File: src/logic/la_pkg.sv
`default_nettype none

package la_pkg;

    localparam int SAMPLE_W     = 8;                 // probe pins
    localparam int ADDR_W       = 8;
    localparam int DEPTH        = 256;               // sample memory entries
    localparam int WPTR_W       = 16;                // reported pointer width
    localparam int CLKS_PER_BIT = 8;                 // scaled down baud divider
    localparam int BIT_CNT_W    = $clog2(CLKS_PER_BIT);
    localparam int POST_SCALE   = 16;                // post byte multiplier
    localparam int POST_W       = 12;

    // command fields, mask arrives first so it sits in the low byte
    typedef struct packed {
        logic [7:0] post;
        logic [7:0] prescale;
        logic [7:0] pol;
        logic [7:0] mask;
    } la_cmd_fields_t;

    typedef union packed {
        logic [3:0][7:0] bytes;                      // filled in arrival order
        la_cmd_fields_t  f;                          // decoded fields
    } la_cmd_u;

    typedef enum logic [3:0] {
        IDLE,
        RECV,
        ARM,
        WAIT_DONE,
        SEND_WPTR_LO,
        SEND_WPTR_HI,
        READ_MEM,
        SEND_BYTE,
        WAIT_TX
    } ctrl_state_e;

endpackage

`default_nettype wire

File: src/logic/uart_rx.sv
`timescale 1ns/1ps
`default_nettype none

module uart_rx (
    input  logic       clk,
    input  logic       rst_n,
    input  logic       rx_i,
    output logic [7:0] byte_o,
    output logic       valid_o
);

    logic [1:0]                   rx_sync;       // two-flop synchronizer
    logic                         rx_prev;       // for start edge detect
    logic                         busy;
    logic [la_pkg::BIT_CNT_W-1:0] cnt;           // clocks to next sample point
    logic [3:0]                   bit_idx;       // 0 start, 1..8 data, 9 stop
    logic [7:0]                   shreg;
    logic                         sample_pt;

    assign sample_pt = busy && (cnt == '0);

    always_ff @(posedge clk) begin
        if (!rst_n) begin
            rx_sync <= 2'b11;                    // line idles high
            rx_prev <= 1'b1;
            busy    <= 1'b0;
            cnt     <= '0;
            bit_idx <= '0;
            valid_o <= 1'b0;
        end else begin
            rx_sync <= {rx_sync[0], rx_i};
            rx_prev <= rx_sync[1];
            valid_o <= 1'b0;
            if (!busy) begin
                if (rx_prev && !rx_sync[1]) begin
                    busy    <= 1'b1;
                    cnt     <= la_pkg::BIT_CNT_W'(la_pkg::CLKS_PER_BIT / 2 - 1); // to mid-bit
                    bit_idx <= '0;
                end
            end else if (cnt != '0) begin
                cnt <= cnt - 1'b1;
            end else begin
                cnt     <= la_pkg::BIT_CNT_W'(la_pkg::CLKS_PER_BIT - 1);
                bit_idx <= bit_idx + 1'b1;
                if (bit_idx == 4'd0 && rx_sync[1]) begin
                    busy <= 1'b0;                // glitch, not a start bit
                end else if (bit_idx == 4'd9) begin
                    busy    <= 1'b0;
                    valid_o <= rx_sync[1];       // framing error drops the byte
                end
            end
        end
    end

    // data bits arrive lsb first
    always_ff @(posedge clk) begin
        if (sample_pt && bit_idx >= 4'd1 && bit_idx <= 4'd8) begin
            shreg <= {rx_sync[1], shreg[7:1]};
        end
    end

    assign byte_o = shreg;

endmodule

`default_nettype wire

File: src/logic/uart_tx.sv
`timescale 1ns/1ps
`default_nettype none

module uart_tx (
    input  logic       clk,
    input  logic       rst_n,
    input  logic       start_i,
    input  logic [7:0] byte_i,
    output logic       tx_o,
    output logic       busy_o
);

    logic [9:0]                   frame;         // stop, data, start
    logic [la_pkg::BIT_CNT_W-1:0] cnt;
    logic [3:0]                   bits_left;

    always_ff @(posedge clk) begin
        if (!rst_n) begin
            frame     <= '1;                     // idle line high
            busy_o    <= 1'b0;
            cnt       <= '0;
            bits_left <= '0;
        end else if (!busy_o) begin
            if (start_i) begin
                frame     <= {1'b1, byte_i, 1'b0};
                busy_o    <= 1'b1;
                cnt       <= la_pkg::BIT_CNT_W'(la_pkg::CLKS_PER_BIT - 1);
                bits_left <= 4'd9;
            end
        end else if (cnt != '0) begin
            cnt <= cnt - 1'b1;
        end else if (bits_left == 4'd0) begin
            busy_o <= 1'b0;                      // stop bit finished
        end else begin
            frame     <= {1'b1, frame[9:1]};
            bits_left <= bits_left - 1'b1;
            cnt       <= la_pkg::BIT_CNT_W'(la_pkg::CLKS_PER_BIT - 1);
        end
    end

    assign tx_o = frame[0];

    // a start during a frame would be silently lost
    a_no_start_busy: assert property (@(posedge clk) disable iff (!rst_n)
        start_i |-> !busy_o);

endmodule

`default_nettype wire

File: src/logic/sample_ram.sv
`timescale 1ns/1ps
`default_nettype none

module sample_ram (
    input  logic                      clk,
    input  logic                      wr_en_i,
    input  logic [la_pkg::ADDR_W-1:0] wr_addr_i,
    input  logic [7:0]                wr_data_i,
    input  logic [la_pkg::ADDR_W-1:0] rd_addr_i,
    output logic [7:0]                rd_data_o
);

    logic [7:0] mem [la_pkg::DEPTH];

    always_ff @(posedge clk) begin
        if (wr_en_i) begin
            mem[wr_addr_i] <= wr_data_i;
        end
    end

    // one cycle read latency, like a block ram
    always_ff @(posedge clk) begin
        rd_data_o <= mem[rd_addr_i];
    end

endmodule

`default_nettype wire

File: src/logic/capture_timer.sv
`timescale 1ns/1ps
`default_nettype none

module capture_timer (
    input  logic                      clk,
    input  logic                      rst_n,
    input  logic                      arm_i,
    input  logic [7:0]                mask_i,
    input  logic [7:0]                pol_i,
    input  logic [7:0]                prescale_i,
    input  logic [7:0]                post_i,
    input  logic [7:0]                probe_i,
    output logic                      capturing_o,
    output logic                      triggered_o,
    output logic                      done_o,
    output logic                      wr_en_o,
    output logic [la_pkg::ADDR_W-1:0] wr_addr_o,
    output logic [7:0]                wr_data_o,
    output logic [la_pkg::WPTR_W-1:0] wptr_o
);

    logic [7:0]                probe_prev;       // last clock's probe value
    logic [7:0]                pre_cnt;
    logic [la_pkg::POST_W-1:0] post_cnt;         // samples left after trigger
    logic [la_pkg::ADDR_W-1:0] wptr;
    logic                      tick;
    logic                      trig_event;

    // a masked pin changed and a masked pin matches its polarity
    assign trig_event = (|((probe_i ^ probe_prev) & mask_i)) && (|(~(probe_i ^ pol_i) & mask_i));
    assign tick       = capturing_o && (pre_cnt == prescale_i);

    always_ff @(posedge clk) begin
        probe_prev <= probe_i;
    end

    always_ff @(posedge clk) begin
        if (!rst_n) begin
            capturing_o <= 1'b0;
            triggered_o <= 1'b0;
            pre_cnt     <= '0;
            post_cnt    <= '0;
            wptr        <= '0;
        end else if (arm_i) begin
            capturing_o <= 1'b1;
            triggered_o <= 1'b0;
            pre_cnt     <= '0;
            post_cnt    <= la_pkg::POST_W'(post_i * la_pkg::POST_SCALE);
            wptr        <= '0;
        end else if (capturing_o) begin
            if (trig_event) begin
                triggered_o <= 1'b1;             // sticky until next arm
            end
            if (tick) begin
                pre_cnt <= '0;
                wptr    <= wptr + 1'b1;          // wraps at DEPTH
                if (triggered_o) begin
                    post_cnt <= post_cnt - 1'b1;
                end
                if (done_o) begin
                    capturing_o <= 1'b0;
                end
            end else begin
                pre_cnt <= pre_cnt + 1'b1;
            end
        end
    end

    assign done_o    = tick && triggered_o && (post_cnt == la_pkg::POST_W'(1)); // last sample
    assign wr_en_o   = tick;
    assign wr_addr_o = wptr;
    assign wr_data_o = probe_i;
    assign wptr_o    = la_pkg::WPTR_W'(wptr);    // oldest sample once done

    a_done_ends_capture: assert property (@(posedge clk) disable iff (!rst_n)
        done_o |-> capturing_o ##1 !capturing_o);

    a_wr_in_capture: assert property (@(posedge clk) disable iff (!rst_n)
        !capturing_o && !arm_i |=> !wr_en_o);

endmodule

`default_nettype wire

File: src/logic/la_ctrl_fsm.sv
`timescale 1ns/1ps
`default_nettype none

module la_ctrl_fsm (
    input  logic                      clk,
    input  logic                      rst_n,
    input  logic                      rx_valid_i,
    input  logic [7:0]                rx_byte_i,
    input  logic                      tx_busy_i,
    input  logic                      capturing_i,
    input  logic                      triggered_i,
    input  logic                      done_i,
    input  logic [la_pkg::WPTR_W-1:0] wptr_i,
    input  logic [7:0]                rd_data_i,
    output logic                      tx_start_o,
    output logic [7:0]                tx_byte_o,
    output logic                      arm_o,
    output logic [7:0]                mask_o,
    output logic [7:0]                pol_o,
    output logic [7:0]                prescale_o,
    output logic [7:0]                post_o,
    output logic [la_pkg::ADDR_W-1:0] rd_addr_o,
    output logic [3:0]                led_o
);

    la_pkg::ctrl_state_e state;
    la_pkg::ctrl_state_e ret_state;              // where WAIT_TX goes next
    la_pkg::la_cmd_u     cmd;
    logic [1:0]          byte_cnt;
    logic                dumping;

    always_ff @(posedge clk) begin
        if (!rst_n) begin
            state      <= la_pkg::IDLE;
            ret_state  <= la_pkg::IDLE;
            byte_cnt   <= '0;
            tx_start_o <= 1'b0;
            arm_o      <= 1'b0;
            rd_addr_o  <= '0;
        end else begin
            tx_start_o <= 1'b0;
            arm_o      <= 1'b0;
            case (state)
                la_pkg::IDLE: begin
                    if (rx_valid_i) begin
                        cmd.bytes[0] <= rx_byte_i;
                        byte_cnt     <= 2'd1;
                        state        <= la_pkg::RECV;
                    end
                end
                la_pkg::RECV: begin
                    if (rx_valid_i) begin
                        cmd.bytes[byte_cnt] <= rx_byte_i;
                        byte_cnt            <= byte_cnt + 1'b1;
                        if (byte_cnt == 2'd3) begin
                            arm_o <= 1'b1;       // fields settle on this edge
                            state <= la_pkg::ARM;
                        end
                    end
                end
                la_pkg::ARM:       state <= la_pkg::WAIT_DONE;
                la_pkg::WAIT_DONE: if (done_i) state <= la_pkg::SEND_WPTR_LO;
                la_pkg::SEND_WPTR_LO: begin
                    tx_byte_o  <= wptr_i[7:0];
                    tx_start_o <= 1'b1;
                    ret_state  <= la_pkg::SEND_WPTR_HI;
                    state      <= la_pkg::WAIT_TX;
                end
                la_pkg::SEND_WPTR_HI: begin
                    tx_byte_o  <= wptr_i[15:8];
                    tx_start_o <= 1'b1;
                    rd_addr_o  <= '0;            // dump from address 0
                    ret_state  <= la_pkg::READ_MEM;
                    state      <= la_pkg::WAIT_TX;
                end
                la_pkg::READ_MEM:  state <= la_pkg::SEND_BYTE; // ram latency
                la_pkg::SEND_BYTE: begin
                    tx_byte_o  <= rd_data_i;
                    tx_start_o <= 1'b1;
                    rd_addr_o  <= rd_addr_o + 1'b1;
                    ret_state  <= (rd_addr_o == la_pkg::ADDR_W'(la_pkg::DEPTH - 1)) ?
                                  la_pkg::IDLE : la_pkg::READ_MEM;
                    state      <= la_pkg::WAIT_TX;
                end
                la_pkg::WAIT_TX: begin
                    // busy only rises the cycle after the start pulse
                    if (!tx_busy_i && !tx_start_o) state <= ret_state;
                end
                default: state <= la_pkg::IDLE;
            endcase
        end
    end

    assign mask_o     = cmd.f.mask;
    assign pol_o      = cmd.f.pol;
    assign prescale_o = cmd.f.prescale;
    assign post_o     = cmd.f.post;

    assign dumping = !(state inside {la_pkg::IDLE, la_pkg::RECV, la_pkg::ARM,
                                     la_pkg::WAIT_DONE});
    assign led_o   = {dumping, triggered_i && capturing_i, capturing_i,
                      state inside {la_pkg::IDLE, la_pkg::RECV}};

    a_arm_pulse: assert property (@(posedge clk) disable iff (!rst_n)
        arm_o |-> state == la_pkg::ARM && !capturing_i ##1 capturing_i);

endmodule

`default_nettype wire

File: src/logic/la_top.sv
`timescale 1ns/1ps
`default_nettype none

module la_top (
    input  logic       clk,
    input  logic       rst_n,
    input  logic       uart_rx_i,
    output logic       uart_tx_o,
    input  logic [7:0] probe_i,
    output logic [3:0] led_o
);

    logic                      rx_valid;
    logic [7:0]                rx_byte;
    logic                      tx_start;
    logic [7:0]                tx_byte;
    logic                      tx_busy;
    logic                      arm;
    logic [7:0]                mask;
    logic [7:0]                pol;
    logic [7:0]                prescale;
    logic [7:0]                post;
    logic                      capturing;
    logic                      triggered;
    logic                      done;
    logic [la_pkg::WPTR_W-1:0] wptr;
    logic                      wr_en;
    logic [la_pkg::ADDR_W-1:0] wr_addr;
    logic [7:0]                wr_data;
    logic [la_pkg::ADDR_W-1:0] rd_addr;
    logic [7:0]                rd_data;

    uart_rx u_rx (.clk(clk), .rst_n(rst_n), .rx_i(uart_rx_i), .byte_o(rx_byte),
                  .valid_o(rx_valid));

    uart_tx u_tx (.clk(clk), .rst_n(rst_n), .start_i(tx_start), .byte_i(tx_byte),
                  .tx_o(uart_tx_o), .busy_o(tx_busy));

    la_ctrl_fsm u_ctrl (
        .clk(clk), .rst_n(rst_n),
        .rx_valid_i(rx_valid), .rx_byte_i(rx_byte), .tx_busy_i(tx_busy),
        .capturing_i(capturing), .triggered_i(triggered), .done_i(done),
        .wptr_i(wptr), .rd_data_i(rd_data),
        .tx_start_o(tx_start), .tx_byte_o(tx_byte), .arm_o(arm),
        .mask_o(mask), .pol_o(pol), .prescale_o(prescale), .post_o(post),
        .rd_addr_o(rd_addr), .led_o(led_o));

    capture_timer u_timer (
        .clk(clk), .rst_n(rst_n), .arm_i(arm),
        .mask_i(mask), .pol_i(pol), .prescale_i(prescale), .post_i(post),
        .probe_i(probe_i),
        .capturing_o(capturing), .triggered_o(triggered), .done_o(done),
        .wr_en_o(wr_en), .wr_addr_o(wr_addr), .wr_data_o(wr_data), .wptr_o(wptr));

    sample_ram u_ram (.clk(clk), .wr_en_i(wr_en), .wr_addr_i(wr_addr), .wr_data_i(wr_data),
                      .rd_addr_i(rd_addr), .rd_data_o(rd_data));

endmodule

`default_nettype wire

File: config.mk
export PLATFORM = sky130hd
export DESIGN_NAME = la_top
export DESIGN_NICKNAME = d
export VERILOG_FILES = /design/src/logic/la_pkg.sv /design/src/logic/uart_rx.sv /design/src/logic/uart_tx.sv /design/src/logic/sample_ram.sv /design/src/logic/capture_timer.sv /design/src/logic/la_ctrl_fsm.sv /design/src/logic/la_top.sv
export SDC_FILE = /design/constraint.sdc
export NUM_CORES = 2
export LEC_CHECK = 0
export BUFFER_PORTS_ARGS = -buffer_cell sky130_fd_sc_hd__buf_2
export CAP_MARGIN = 20
export CELL_PAD_IN_SITES_DETAIL_PLACEMENT = 1
export CELL_PAD_IN_SITES_GLOBAL_PLACEMENT = 2
export CORE_MARGIN = 10
export CORE_UTILIZATION = 45
export DETAILED_ROUTE_END_ITERATION = 6
export GPL_TIMING_DRIVEN = 0
export HOLD_SLACK_MARGIN = 0.1
export PLACE_DENSITY_LB_ADDON = 0.1
export SLEW_MARGIN = 30
export SYNTH_ARGS = -nofsm -noshare
export SYNTH_HDL_FRONTEND = slang
export SYNTH_SLANG_ARGS = --single-unit
export TNS_END_PERCENT = 5
File: constraint.sdc
create_clock -name clk -period 2.58 [get_ports clk]
set_input_delay 0.516 -clock clk [delete_from_list [all_inputs] [get_ports clk]]
set_output_delay 0.516 -clock clk [all_outputs]
set_load 0.02 [all_outputs]
==> flow_metrics.env <==
export IMPL_peakVddDrop_mv=0.555
export IMPL_vias=53100
export IMPL_clock_fmax_ghz=0.289
export IMPL_max_cap_viol_count=0
export IMPL_timing_final_crit_share=1.34
export IMPL_fillers=16300
export IMPL_rr_worst_depth=13
export IMPL_coreArea_um2=190000
export IMPL_io_pins=16
export IMPL_dp_hpwl_mm=252
export IMPL_r2r_end="u_ram.rd_data_o[7]"
export IMPL_slew_headroom=0.243
export IMPL_p_sw_uw=15200
export IMPL_synth_seq_cells=2190
export IMPL_timing_rr_start="u_ctrl.rd_addr_o[0]"
export IMPL_port_buffers=15
export IMPL_fin_skew_ns=0.0412
export IMPL_period_minus_slack_ns=3.46
export IMPL_cellPowerDensity_nw_per_um2=683
export IMPL_run_status="finished with violations"
export IMPL_cts_sinks=2190
export IMPL_final_common_cell="edfxtp_1"
export IMPL_grt_pass1_vias=50300
export IMPL_clk_pin_slew_ns=0.06
export IMPL_die_y_um=456
export IMPL_grt_overflow=0
export IMPL_fp_row_count=160
export IMPL_worst_r2r_setup_slack_ns=-0.88
export IMPL_ys_types=81
export IMPL_layout_common_cells="edfxtp_1, mux4_2, mux2i_1"
export IMPL_clockBufferDepth=3
export IMPL_holdPathEnd="u_ram.mem[181][6]"
export IMPL_antenna_found_initial=27
export IMPL_worstSetupPathType="flip-flop to flip-flop"
export IMPL_netlist_area_um2=85600
export IMPL_wl_per_cell_um=51.2
export IMPL_routabilityCongestion=0.994
export IMPL_routed_wl_mm=392
export IMPL_areaGrowthSynthToFinish_pct=22.7
export IMPL_dieArea_um2=208000
export IMPL_async_reset_ff_frac=0
export IMPL_htree_levels=4
export IMPL_p_leak_uw=0.0319
export IMPL_hp_class="primary input to flip-flop"
export IMPL_drc_errors=8
export IMPL_min_delay_start="probe_i[6]"
export IMPL_hold_depth=1
export IMPL_cts_root_buf="clkbuf_16"
export IMPL_dr_pass1_iters=7
export IMPL_synthFlopType="edfxtp_1"
export IMPL_nets=4982
export IMPL_grt_max_degree=102
export IMPL_crit_required_ns=3.29
export IMPL_via_per_inst=6.94
export IMPL_violations="DRC, setup timing"
export IMPL_hold_viol=0
export IMPL_clkPwrFrac=0.446
export IMPL_synth_edf_count=2096
export IMPL_fin_setup_tns_ns=-445.95
export IMPL_avgSynthCellArea_um2=19.3
export IMPL_stdcell_count=7653
export IMPL_clk_insertion_delay_late_ns=0.90
export IMPL_setup_viol=2033
export IMPL_critPathLaunchType="flip-flop"
export IMPL_end_kind="flip-flop"
export IMPL_dp_slack_ns=-3.06
export IMPL_rsz0062_at_grt="yes"
export IMPL_sw_frac_of_total=0.212
export IMPL_drt_iter0_markers=9410
export IMPL_fin_ws_ns=-0.882
export IMPL_syn_inst=4440
export IMPL_drive_above_1_share=0.326
export IMPL_syn_nets=4472
export IMPL_cellInternalPower_uw=56600
export IMPL_die_x_um=456
export IMPL_yosysSeqAreaShare=0.757
export IMPL_grt_usage=0.368
export IMPL_dp_cells=7048
export IMPL_cts_made_buffers=223
export IMPL_grt_pass1_wl_mm=503
export IMPL_startpoint="u_ctrl.rd_addr_o[0]"
export IMPL_p_comb_frac=0.012
export IMPL_cts_tree="done"
export IMPL_power_frac_seq=0.542
export IMPL_yosysWarnings=0
export IMPL_drv_slew=0
export IMPL_tightest_slew_ns=1.13
export IMPL_antenna_left=0
export IMPL_critPathArrivalTime_ns=4.17
export IMPL_start_util=0.452
export IMPL_crit_fanout=10
[per-stage QoR]
stage	cell area [µm²]	power [µW]	util	hold WS [ns]
finish	105000	71700	0.554	0.113
floorplan	85600	39700	-	0.386
CTS	104000	71700	0.547	0.101
detailed placement	91200	40500	0.481	0.400
global placement	88800	40500	0.469	0.403
global route	105000	73200	0.554	0.138
[layout make-up]
| type | instances | area, µm² | share of cell area |
|---|---|---|---|
| flip-flops and latches | 2190 | 64800 | 0.617 |
| plain buffers | 267 | 3610 | 0.0343 |
| multi-input cells | 1954 | 21900 | 0.209 |
| clock buffers | 267 | 5790 | 0.0551 |
| repair buffers | 288 | 4400 | 0.0419 |
| clock inverters | 140 | 1230 | 0.0117 |
| inverters | 26 | 119 | 0.00113 |
| well taps | 2511 | 3140 | 0.0299 |
| diodes | 10 | 25.0 | 0.000238 |
[Yosys cell counts, drive strengths merged (3+ instances only)]
library cell,number,area (µm²)
a2111oi,13,114
a211oi,33,253
a21boi,8,60.1
a21oi,103,515
a221o,5,50.1
a221oi,54,473
a22o,17,149
a22oi,54,405
a311oi,4,35.0
a31oi,10,62.6
and2,22,138
and3,7,43.8
buf,143,1060
clkbuf,127,477
clkinv,4,15.0
dfxtp,94,1880
edfxtp,2096,62900
ha,21,263
inv,22,82.6
mux2,4,45.0
mux2i,284,2840
mux4,396,8920
nand2,140,526
nand2b,20,125
nand3,33,165
nand4,22,138
nor2,342,1290
nor2b,21,131
nor3,26,135
nor3b,6,45.0
nor4,9,62.6
o2111ai,3,26.3
o211a,4,40.0
o211ai,5,37.5
o21a,8,60.1
o21ai,84,420
o221a,3,33.8
o221ai,49,429
o22ai,39,244
o41ai,3,26.3
or2,6,37.5
or3,7,43.8
or3b,3,26.3
xnor2,27,236
xor2,24,210
[critical path, cell delays in order, from the launching register on]
cell      delay, ns
dfxtp_2        0.35
buf_6          0.14
buf_4          0.14
buf_16         0.17
buf_16         0.17
buf_12         0.22
buf_12         0.28
mux2i_1        0.25
nand2_1        0.08
o211ai_1       0.22
a41oi_1        0.33
o21ai_1        0.41
or2_2          0.22
o221ai_4       0.15
[logic make-up after synthesis]
kind of cell               after synthesis  share of synthesized area
muxes                                  684                      0.138
and+or+nand+nor                        672                     0.0347
DFF                                   2190                      0.757
AOI/OAI and AO/OA                      526                     0.0429
adders and majority gates               21                    0.00307
xor gates and xnor gates                51                    0.00522
buffers and inverters                  296                     0.0191
[how the worst max path moves through the flow]
stage | depth (start not counted) | to | slack (ns)
after floorplan | 7 | u_ram.mem[112][0] | 0.04
after global placement | 8 | u_ram.rd_data_o[5] | -5.59
after detailed placement | 10 | u_ram.rd_data_o[1] | -3.06
after CTS | 10 | u_ram.rd_data_o[0] | -0.70
after global routing | 10 | u_ram.rd_data_o[3] | -0.69
final | 13 | u_ram.rd_data_o[7] | -0.88
[power groups by stage]
stage	Sequential (µW)	Combinational (µW)	Clock, µW
final	38900	836	32000
after global routing	38900	870	33400
after CTS	38900	814	32000
after detailed placement	39700	807	0
after global placement	39800	651	0
after floorplan	39700	68.3	0
[what timing repair did]
| item | CTS | global route |
|---|---|---|
| buffers inserted | 130 | 53 |
| gates cloned | 4 | 1 |
| hold buffers | 5 | 0 |
| gates resized for setup | 972 | 202 |
| pin swaps | 37 | 65 |
| setup endpoints to repair | 2110 | 2126 |
| endpoints found under the hold margin | 117 | 0 |
[layer usage]
layer  GRT usage  vias up  wire (µm)
li1            -    19300          -
met1       0.473    28400     140000
met2       0.522     4431     167000
met3       0.140     1028      54900
met4       0.235       14      30600
met5     0.00184        -        133
[state kept, by name, indices dropped and copies added (netlist names), 9 cells and up]
| name | count |
|---|---|
| u_ctrl.cmd | 32 |
| u_ram.mem | 2048 |
| u_timer.post_cnt | 12 |
| u_tx.frame | 9 |
No activity file was read; power rests on OpenSTA's default activity.
